## src/design/pq_cfg.svh

```systemverilog
`ifndef PQ_CFG_SVH
`define PQ_CFG_SVH

// item field widths
`define KEY_W 16        // sort key bits
`define VAL_W 16        // payload bits

// chain geometry
// node depth of at least 2 for the shift walks
`define NODE_DEPTH 4    // slots per node
`define NUM_NODES 3     // nodes in the chain

`endif

```

## src/design/pq_pkg.sv

```systemverilog
`include "pq_cfg.svh"

package pq_pkg;

    // ------------------------------------------------------------
    // item carried on every data path
    // ------------------------------------------------------------
    typedef struct packed {
        logic [`KEY_W-1:0] key;     // sort key
        logic [`VAL_W-1:0] val;     // payload
    } kv_t;

    localparam logic [`KEY_W-1:0] MAX_KEY = '1;                // marks a free slot
    localparam kv_t EMPTY_KV = '{key: MAX_KEY, val: '0};       // what a free slot holds

    // ram write data select
    typedef enum logic [1:0] {
        WS_RAM   = 2'd0,    // shift from the slot being read
        WS_TEMP  = 2'd1,    // drop temp in
        WS_RIGHT = 2'd2,    // refill from right neighbour head
        WS_EMPTY = 2'd3     // free the slot
    } wsel_t;

    // read address offset from wr_addr
    typedef enum logic [1:0] {
        AS_ZERO = 2'd0,
        AS_ONE  = 2'd1,
        AS_TWO  = 2'd2
    } astep_t;

endpackage

```

## src/design/qq_link_if.sv

```systemverilog
`timescale 1ns/10ps

// link between node k (left side) and node k+1 (right side)
interface qq_link_if
    import pq_pkg::*;
();

    logic enq;          // strobes from node k
    logic deq;
    logic repl;
    kv_t  item_lt;      // item going right
    kv_t  item_rt;      // slot 0 of node k+1
    logic rdy;          // node k+1 and beyond idle

    // node k uses this one on its right side
    modport left (
        output enq, deq, repl, item_lt,
        input  item_rt, rdy
    );

    // view from node k+1
    modport right (
        input  enq, deq, repl, item_lt,
        output item_rt, rdy
    );

endinterface

```

## src/design/qq_fsm.sv

```systemverilog
`timescale 1ns/10ps

`include "pq_cfg.svh"

module qq_fsm
    import pq_pkg::*;
#(
    parameter int DEPTH = `NODE_DEPTH,
    localparam int AW = $clog2(DEPTH)
) (
    input  logic          clk,
    input  logic          rst,
    input  logic          enq_i,
    input  logic          deq_i,
    input  logic          repl_i,
    input  logic          t_gt_ram_i,     // temp.key > ram_out.key
    input  logic          t_gt_rt_i,      // temp.key > item_rt.key
    input  logic [AW-1:0] wr_addr_i,
    input  kv_t           ram_out_i,
    output logic          sel_t_o,        // 0 item_i, 1 ram_out
    output logic          ld_t_o,
    output logic          clr_wraddr_o,
    output logic          incr_wraddr_o,
    output logic          we_o,
    output logic          enq_o,
    output logic          deq_o,
    output logic          repl_o,
    output logic          rdy_o,
    output logic          set_full_o,
    output logic          clr_full_o,
    output logic          set_empty_o,
    output logic          clr_empty_o,
    output astep_t        astep_o,
    output wsel_t         wsel_o
);

    typedef enum logic [3:0] {
        INIT1 = 4'd1,   // point at slot 0
        INIT2 = 4'd2,   // fill with empties
        IDLE  = 4'd3,
        ENQ1  = 4'd4,   // insertion walk
        ENQRT = 4'd5,   // overflow to right
        DEQ1  = 4'd6,   // shift-left walk
        DEQRT = 4'd7,   // pull right head into last slot
        REP1  = 4'd8,   // shift-left until temp fits
        REPRT = 4'd9    // last slot vs right head
    } state_t;

    state_t state;
    state_t next;

    logic at_last;      // walking the last slot
    logic at_prev;      // one before the last
    logic ram_free;     // slot being read is empty

    assign at_last  = (wr_addr_i == AW'(DEPTH - 1));
    assign at_prev  = (wr_addr_i == AW'(DEPTH - 2));
    assign ram_free = (ram_out_i.key == MAX_KEY);

    always_ff @(posedge clk) begin
        if (rst) begin
            state <= INIT1;
        end else begin
            state <= next;
        end
    end

    // ------------------------------------------------------------
    // next state and strobes, all inactive by default
    // ------------------------------------------------------------
    always_comb begin
        rdy_o         = 1'b0;
        sel_t_o       = 1'b0;
        ld_t_o        = 1'b0;
        clr_wraddr_o  = 1'b0;
        incr_wraddr_o = 1'b0;
        we_o          = 1'b0;
        enq_o         = 1'b0;
        deq_o         = 1'b0;
        repl_o        = 1'b0;
        set_full_o    = 1'b0;
        clr_full_o    = 1'b0;
        set_empty_o   = 1'b0;
        clr_empty_o   = 1'b0;
        astep_o       = AS_ZERO;
        wsel_o        = WS_RAM;
        next          = state;

        case (state)
            INIT1: begin
                clr_wraddr_o = 1'b1;
                set_empty_o  = 1'b1;
                clr_full_o   = 1'b1;
                next         = INIT2;
            end

            INIT2: begin
                wsel_o        = WS_EMPTY;       // slot <= MAX_KEY
                we_o          = 1'b1;
                incr_wraddr_o = 1'b1;
                if (at_last) begin
                    clr_wraddr_o = 1'b1;
                    next         = IDLE;
                end
            end

            IDLE: begin
                rdy_o        = 1'b1;
                clr_wraddr_o = 1'b1;
                if (enq_i) begin
                    ld_t_o = 1'b1;              // temp <= new item
                    next   = ENQ1;              // read slot 0 next
                end else if (repl_i) begin
                    ld_t_o  = 1'b1;
                    astep_o = AS_ONE;           // read slot 1, head goes away
                    next    = REP1;
                end else if (deq_i) begin
                    astep_o = AS_ONE;
                    next    = DEQ1;
                end
            end

            ENQ1: begin
                astep_o       = AS_ONE;         // follow wr_addr
                incr_wraddr_o = 1'b1;
                clr_empty_o   = 1'b1;
                if (!t_gt_ram_i) begin
                    // swap temp with this slot, ties stay behind the new item
                    sel_t_o = 1'b1;
                    ld_t_o  = 1'b1;
                    wsel_o  = WS_TEMP;
                    we_o    = 1'b1;
                end
                if (ram_free) begin
                    clr_wraddr_o = 1'b1;
                    if (at_last) begin
                        set_full_o = 1'b1;      // took the last free slot
                    end
                    next = IDLE;
                end else if (at_last) begin
                    next = ENQRT;               // temp now holds the overflow
                end
            end

            ENQRT: begin
                enq_o        = 1'b1;
                clr_wraddr_o = 1'b1;
                next         = IDLE;
            end

            DEQ1: begin
                astep_o       = AS_TWO;         // stay one slot ahead
                incr_wraddr_o = 1'b1;
                wsel_o        = WS_RAM;
                we_o          = 1'b1;
                if (ram_free) begin
                    clr_full_o   = 1'b1;
                    clr_wraddr_o = 1'b1;
                    if (wr_addr_i == '0) begin
                        set_empty_o = 1'b1;     // head was the only item
                    end
                    next = IDLE;
                end else if (at_prev) begin
                    next = DEQRT;
                end
            end

            DEQRT: begin
                wsel_o       = WS_RIGHT;        // pull right head in
                we_o         = 1'b1;
                deq_o        = 1'b1;
                clr_full_o   = 1'b1;            // node decides on item_rt
                clr_wraddr_o = 1'b1;
                next         = IDLE;
            end

            REP1: begin
                astep_o       = AS_TWO;
                incr_wraddr_o = 1'b1;
                clr_empty_o   = 1'b1;
                we_o          = 1'b1;
                if (!t_gt_ram_i) begin
                    wsel_o       = WS_TEMP;     // temp fits here
                    clr_wraddr_o = 1'b1;
                    next         = IDLE;
                end else begin
                    wsel_o = WS_RAM;
                    if (at_prev) begin
                        next = REPRT;
                    end
                end
            end

            REPRT: begin
                clr_wraddr_o = 1'b1;
                we_o         = 1'b1;
                if (t_gt_rt_i) begin
                    wsel_o = WS_RIGHT;          // right head moves in
                    repl_o = 1'b1;              // temp goes on right
                end else begin
                    wsel_o = WS_TEMP;
                end
                next = IDLE;
            end

            default: begin
                next = INIT1;
            end
        endcase
    end

endmodule

```

## src/design/qq_node.sv

```systemverilog
`timescale 1ns/10ps

`include "pq_cfg.svh"

module qq_node
    import pq_pkg::*;
#(
    parameter int DEPTH = `NODE_DEPTH
) (
    input  logic     clk,
    input  logic     rst,
    input  logic     enq_i,
    input  logic     deq_i,
    input  logic     repl_i,
    input  kv_t      item_i,    // from left neighbour or top
    output logic     rdy_o,
    output kv_t      head_o,    // slot 0
    output logic     empty_o,
    output logic     full_o,
    qq_link_if.left  rt         // toward node k+1
);

    localparam int AW = $clog2(DEPTH);
    localparam int RW = AW + 1;          // room for wr_addr + 2

    kv_t ram [DEPTH];

    logic [AW-1:0] wr_addr;
    logic [RW-1:0] rd_addr;
    kv_t           temp;
    kv_t           ram_out;
    kv_t           ram_in;

    logic   sel_t;
    logic   ld_t;
    logic   clr_wraddr;
    logic   incr_wraddr;
    logic   we;
    logic   fsm_rdy;
    logic   set_full;
    logic   clr_full;
    logic   set_empty;
    logic   clr_empty;
    logic   t_gt_ram;
    logic   t_gt_rt;
    logic   rt_keeps_full;
    logic   enq_o_w;
    logic   deq_o_w;
    logic   repl_o_w;
    astep_t astep;
    wsel_t  wsel;

    // ------------------------------------------------------------
    // address counters
    // ------------------------------------------------------------
    always_ff @(posedge clk) begin
        if (rst) begin
            wr_addr <= '0;
            rd_addr <= '0;
        end else begin
            if (clr_wraddr) begin
                wr_addr <= '0;                  // clear wins over incr
            end else if (incr_wraddr) begin
                wr_addr <= wr_addr + 1'b1;
            end
            rd_addr <= RW'(wr_addr) + RW'(astep);   // slot for next cycle
        end
    end

    // ------------------------------------------------------------
    // ram, combinational read and registered write
    // ------------------------------------------------------------
    assign ram_out = (rd_addr < RW'(DEPTH)) ? ram[rd_addr[AW-1:0]] : EMPTY_KV;
    assign head_o  = ram[0];

    always_comb begin
        case (wsel)
            WS_RAM:   ram_in = ram_out;
            WS_TEMP:  ram_in = temp;
            WS_RIGHT: ram_in = rt.item_rt;
            default:  ram_in = EMPTY_KV;
        endcase
    end

    always_ff @(posedge clk) begin
        if (we) begin
            ram[wr_addr] <= ram_in;
        end
    end

    // item in flight
    always_ff @(posedge clk) begin
        if (ld_t) begin
            temp <= sel_t ? ram_out : item_i;
        end
    end

    assign t_gt_ram = (temp.key > ram_out.key);
    assign t_gt_rt  = (temp.key > rt.item_rt.key);

    // ------------------------------------------------------------
    // flags
    // ------------------------------------------------------------
    // a refill from a non-empty right node keeps the last slot taken
    assign rt_keeps_full = (wsel == WS_RIGHT) && (rt.item_rt.key != MAX_KEY);

    always_ff @(posedge clk) begin
        if (rst) begin
            full_o  <= 1'b0;
            empty_o <= 1'b1;
        end else begin
            if (set_full) begin
                full_o <= 1'b1;
            end else if (clr_full) begin
                full_o <= rt_keeps_full;
            end
            if (set_empty) begin
                empty_o <= 1'b1;
            end else if (clr_empty) begin
                empty_o <= 1'b0;
            end
        end
    end

    // busy until everything to the right settles
    assign rdy_o = fsm_rdy & rt.rdy;

    assign rt.enq     = enq_o_w;
    assign rt.deq     = deq_o_w;
    assign rt.repl    = repl_o_w;
    assign rt.item_lt = temp;           // overflow or displaced item sits in temp

    qq_fsm #(
        .DEPTH (DEPTH)
    ) i_fsm (
        .clk           (clk),
        .rst           (rst),
        .enq_i         (enq_i),
        .deq_i         (deq_i),
        .repl_i        (repl_i),
        .t_gt_ram_i    (t_gt_ram),
        .t_gt_rt_i     (t_gt_rt),
        .wr_addr_i     (wr_addr),
        .ram_out_i     (ram_out),
        .sel_t_o       (sel_t),
        .ld_t_o        (ld_t),
        .clr_wraddr_o  (clr_wraddr),
        .incr_wraddr_o (incr_wraddr),
        .we_o          (we),
        .enq_o         (enq_o_w),
        .deq_o         (deq_o_w),
        .repl_o        (repl_o_w),
        .rdy_o         (fsm_rdy),
        .set_full_o    (set_full),
        .clr_full_o    (clr_full),
        .set_empty_o   (set_empty),
        .clr_empty_o   (clr_empty),
        .astep_o       (astep),
        .wsel_o        (wsel)
    );

endmodule

```

## src/design/quickq.sv

```systemverilog
`timescale 1ns/10ps

`include "pq_cfg.svh"

module quickq
    import pq_pkg::*;
(
    input  logic              clk,
    input  logic              rst,
    input  logic              enq_i,
    input  logic              deq_i,
    input  logic              repl_i,
    input  logic [`KEY_W-1:0] key_i,
    input  logic [`VAL_W-1:0] val_i,
    output logic              rdy_o,
    output logic              empty_o,
    output logic              full_o,
    output logic [`KEY_W-1:0] head_key_o,
    output logic [`VAL_W-1:0] head_val_o
);

    localparam int N = `NUM_NODES;

    logic [N-1:0] enq_w;
    logic [N-1:0] deq_w;
    logic [N-1:0] repl_w;
    logic [N-1:0] rdy_w;
    logic [N-1:0] empty_w;
    logic [N-1:0] full_w;
    kv_t          item_w [N];
    kv_t          head_w [N];

    qq_link_if lnk [N] ();     // lnk[k] sits right of node k

    // ------------------------------------------------------------
    // node chain
    // ------------------------------------------------------------
    for (genvar k = 0; k < N; k++) begin : g_node
        if (k == 0) begin : g_first
            assign enq_w[0]  = enq_i;          // commands from top ports
            assign deq_w[0]  = deq_i;
            assign repl_w[0] = repl_i;
            assign item_w[0] = '{key: key_i, val: val_i};
        end else begin : g_next
            assign enq_w[k]  = lnk[k-1].enq;
            assign deq_w[k]  = lnk[k-1].deq;
            assign repl_w[k] = lnk[k-1].repl;
            assign item_w[k] = lnk[k-1].item_lt;
            assign lnk[k-1].item_rt = head_w[k];   // head seen by left node
            assign lnk[k-1].rdy     = rdy_w[k];
        end

        qq_node #(.DEPTH(`NODE_DEPTH)) i_node (
            .clk(clk), .rst(rst),
            .enq_i(enq_w[k]), .deq_i(deq_w[k]), .repl_i(repl_w[k]),
            .item_i(item_w[k]), .rdy_o(rdy_w[k]), .head_o(head_w[k]),
            .empty_o(empty_w[k]), .full_o(full_w[k]), .rt(lnk[k])
        );
    end

    // tail looks like an empty idle node, items sent there are lost
    assign lnk[N-1].item_rt = EMPTY_KV;
    assign lnk[N-1].rdy     = 1'b1;

    assign rdy_o      = rdy_w[0];
    assign empty_o    = empty_w[0];        // node 0 empty means all empty
    assign full_o     = full_w[N-1];       // last node full means all full
    assign head_key_o = head_w[0].key;
    assign head_val_o = head_w[0].val;

endmodule

```

## config.mk

```make
export PLATFORM = sky130hd
export DESIGN_NAME = quickq
export DESIGN_NICKNAME = d
export VERILOG_FILES = /design/src/design/pq_pkg.sv /design/src/design/qq_link_if.sv /design/src/design/qq_fsm.sv /design/src/design/qq_node.sv /design/src/design/quickq.sv
export VERILOG_INCLUDE_DIRS = /design/src /design/src/design
export SDC_FILE = /design/constraint.sdc
export NUM_CORES = 1
export LEC_CHECK = 0
export BUFFER_PORTS_ARGS = -buffer_cell sky130_fd_sc_hd__buf_2
export CAP_MARGIN = 25
export CORE_MARGIN = 2
export CORE_UTILIZATION = 45
export CTS_CLUSTER_SIZE = 14
export DETAILED_ROUTE_END_ITERATION = 12
export HOLD_SLACK_MARGIN = 0.15
export REMOVE_ABC_BUFFERS = 1
export SLEW_MARGIN = 20
export SYNTH_ARGS = -nofsm -noshare
export SYNTH_HDL_FRONTEND = slang
export SYNTH_SLANG_ARGS = --single-unit
```

## constraint.sdc

```tcl
create_clock -name clk -period 5.7 [get_ports clk]
set_input_delay 0.855 -clock clk [delete_from_list [all_inputs] [get_ports clk]]
set_output_delay 0.855 -clock clk [all_outputs]
set_load 0.02 [all_outputs]
```

==> impl_metrics.csv <==
group,metric,value,unit
placed_design,dpl.hpwl,38900,microns
synthesis,avgSynthCellArea,14.1,sq um
critical_path,critPathLaunch,"g_node[0].i_node.rd_addr[0]",
clock_tree,cts_made_buffers,51,
cells_and_area,fin_cells,2493,
power,pwr-share-clk,33.3,%
clock_tree,clk_path_buf_depth,3,
sta,setup_violations,0,
power,p_sw_share,28.1,%
synthesis,async_reset_ff_share,0,%
synthesis,synth_seq_cells,509,
power,leakagePower,9.26,nW
cells_and_area,final_nets,1901,
cells_and_area,utilization,50.9,%
cells_and_area,mostFrequentLayoutCells,"edfxtp_1, nand2_1, nor2_1, a21oi_1, ha_1",
die,ios,72,
routing,drt_iter0_markers,1171,
die,die_h,234,microns
cells_and_area,antenna_cells,0,
routing,antenna_left,0,
die,rows,84,
sta,rsz0062_at_grt,"false",
global_route,antenna_found_initial,0,
worst_hold_path,hp-start,"g_node[0].i_node.empty_o",
run_status,status,"finished clean",
power,ir_worst_vdd,0.226,mV
power,pwr-share-comb,18.2,%
die,die_x,234,microns
synthesis,synth_top_area_share,60.3,%
global_route,grt_pass1_wl,88300,microns
die,die-area,54900,sq um
global_route,grt_overflow_total,0,
synthesis,ys_seq_area_share,62.8,%
synthesis,synth_edf_count,480,
sta,relSlewSlack,33.4,%
cells_and_area,layout_commonest_cell,"edfxtp_1",
synthesis,synth_cell_types,69,
global_route,grt_pass1_vias,14712,
power,power.density,369,nW/um^2
sta,fin_crit,4580,ps
sta,setup_tns,0,ps
critical_path,cp_max_fo,18,
routing,vias,14858,
sta,drv_slew,0,
clock_tree,clkSlewWorstSetupHoldPaths,70,ps
cells_and_area,final_layout_size_suffix_gt1_share,17.7,%
critical_path,worst-endpoint-required,6000,ps
synthesis,synth.area.top_cells,"edfxtp_1, mux4_2, ha_1",
routing,wire_per_inst,23.1,microns
sta,tightest_slew,999,ps
sta,fmax,218,MHz
routing,dr.pass1.iters,5,
critical_path,cp_data_arrival_time,4880,ps
placed_design,gp_congestion,0.863,
sta,timing.hold.ws,525,ps
routing,viasPerCell,5.96,
placed_design,dp_slack,1100,ps
power,p_switching,0.00277,W
clock_tree,cts_tree,"done",
die,start_util,45.5,%
clock_tree,cts_num_sinks,509,
routing,routed_wl,57500,microns
global_route,track_usage,21.1,%
critical_path,crit_path_end_kind,"flop",
synthesis,yosys_warnings,0,
job,cap_violations,0,
sta,setup_ws,1120,ps
power,power.share.sequential,48.5,%
worst_hold_path,hold_class,"reg2reg",
placed_design,placedCellCount,2401,
clock_tree,cts_resized,0,
clock_tree,clock_latency,600,ps
routing,drcViolationCount,0,
clock_tree,ctsHoldBuffers,0,
critical_path,worstReg2RegStart,"g_node[0].i_node.rd_addr[0]",
sta,hold_viol_final,0,
synthesis,synthCells,1695,
clock_tree,post-cts-setup-buffer-count,0,
die,core,52600,sq um
clock_tree,cts.htree.levels,2,
placed_design,io_buffer_count,71,
sta,finalCritPeriodShare,80.3,%
cells_and_area,synthToLayoutAreaGrowth,11.9,%
synthesis,synth_area,23900,sq um
critical_path,worstSetupPathType,"reg2reg",
critical_path,start_kind,"flop",
global_route,grt_max_degree,65,
sta,fin_skew,18.8,ps
synthesis,synth-main-ff-cell,"edfxtp_1",
synthesis,synth_area_leader_cell,"edfxtp_1",
clock_tree,root_buffer,"clkbuf_16",
power,p_int,0.00709,W
==> worst max-delay path: stages, from the launching register on <==
cell,delay [ps]
dfxtp_2,730
mux4_2,600
nor2_1,240
ha_1,310
nand4_1,170
nor3_1,70
or3_1,350
o31a_2,440
o31a_1,270
o21a_1,260
nor2b_4,520
buf_4,290
==> routing by layer <==
| metal | routed length, microns | vias to the layer above | track usage (%) |
|---|---|---|---|
| met1 | 26400 | 7522 | 31.2 |
| met4 | 1350 | 0 | 5.97 |
| met5 | 0 | - | 0 |
| met3 | 3200 | 78 | 2.46 |
| li1 | - | 6778 | - |
| met2 | 26600 | 480 | 33.2 |
==> cell families (layout without fill, tap and decap cells) <==
kind of cell,after synthesis,count (layout),share of synthesized area [%]
muxes,127,127,10.6
xor gates and xnor gates,3,3,0.110
and+or+nand+nor,469,469,9.47
buffers and inverters,151,261,2.79
DFF,509,509,62.8
AOI/OAI and AO/OA,338,338,9.04
adders and majority gates,98,98,5.23
==> cell usage after synthesis (all sizes together) (6+ instances only) <==
| cell | number |
|---|---|
| nand4 | 28 |
| mux2i | 15 |
| a22oi | 11 |
| nor4 | 25 |
| o31ai | 9 |
| nand3 | 35 |
| o21ai | 92 |
| mux4 | 96 |
| and2 | 6 |
| a21o | 6 |
| o211ai | 6 |
| nand2b | 20 |
| inv | 52 |
| clkbuf | 54 |
| or3 | 19 |
| dfxtp | 29 |
| nand2 | 144 |
| o22ai | 15 |
| mux2 | 16 |
| o2bb2ai | 18 |
| nor2 | 114 |
| a21oi | 108 |
| ha | 95 |
| edfxtp | 480 |
| nor3 | 21 |
| a221o | 18 |
| a2bb2oi | 16 |
| buf | 44 |
| nor2b | 42 |
==> path summary, 6_finish.rpt <==
kind / endpoint / cells after the start / slack [ps]
setup / recovery: g_node[0].i_node.ram[0][6] / 11 / 1120
hold / removal: g_node[0].i_node.empty_o / 2 / 530
setup reg to reg: g_node[0].i_node.ram[0][6] / 11 / 1120
hold reg to reg: g_node[0].i_node.empty_o / 2 / 530
==> power by group through the flow <==
stage / sequential, W / combinational, W / clock [W]
2_1_floorplan: 0.00487 / 0.00110 / 0
3_3_place_gp: 0.00485 / 0.00172 / 0
3_5_place_dp: 0.00486 / 0.00177 / 0
4_1_cts: 0.00478 / 0.00179 / 0.00335
5_1_grt: 0.00481 / 0.00198 / 0.00348
6_report: 0.00478 / 0.00179 / 0.00328
==> registers in the layout, indices dropped and copies added, names as in the netlist <==
signal	flops
g_node.i_node.empty_o	1
g_node.i_node.full_o	1
g_node.i_node.i_fsm.state	12
g_node.i_node.ram	384
g_node.i_node.rd_addr	9
g_node.i_node.rt.item_lt	96
g_node.i_node.wr_addr	6
==> through the flow <==
| stage | area, sq um | power [W] |
|---|---|---|
| final | 26700 | 0.00986 |
| after global routing | 26700 | 0.0103 |
| after global placement | 25100 | 0.00657 |
| after CTS | 26700 | 0.00992 |
| after floorplan | 23400 | 0.00597 |
| after detailed placement | 25100 | 0.00663 |
==> cell type report <==
type	count	area (sq um)
fillers	4491	25800
flip-flops and latches	509	15000
multi-input cells	1035	8340
clock buffers	59	1330
well taps	688	861
repair buffers	116	717
clock inverters	33	290
inverters	53	199
(Power assumes the default switching activity.)
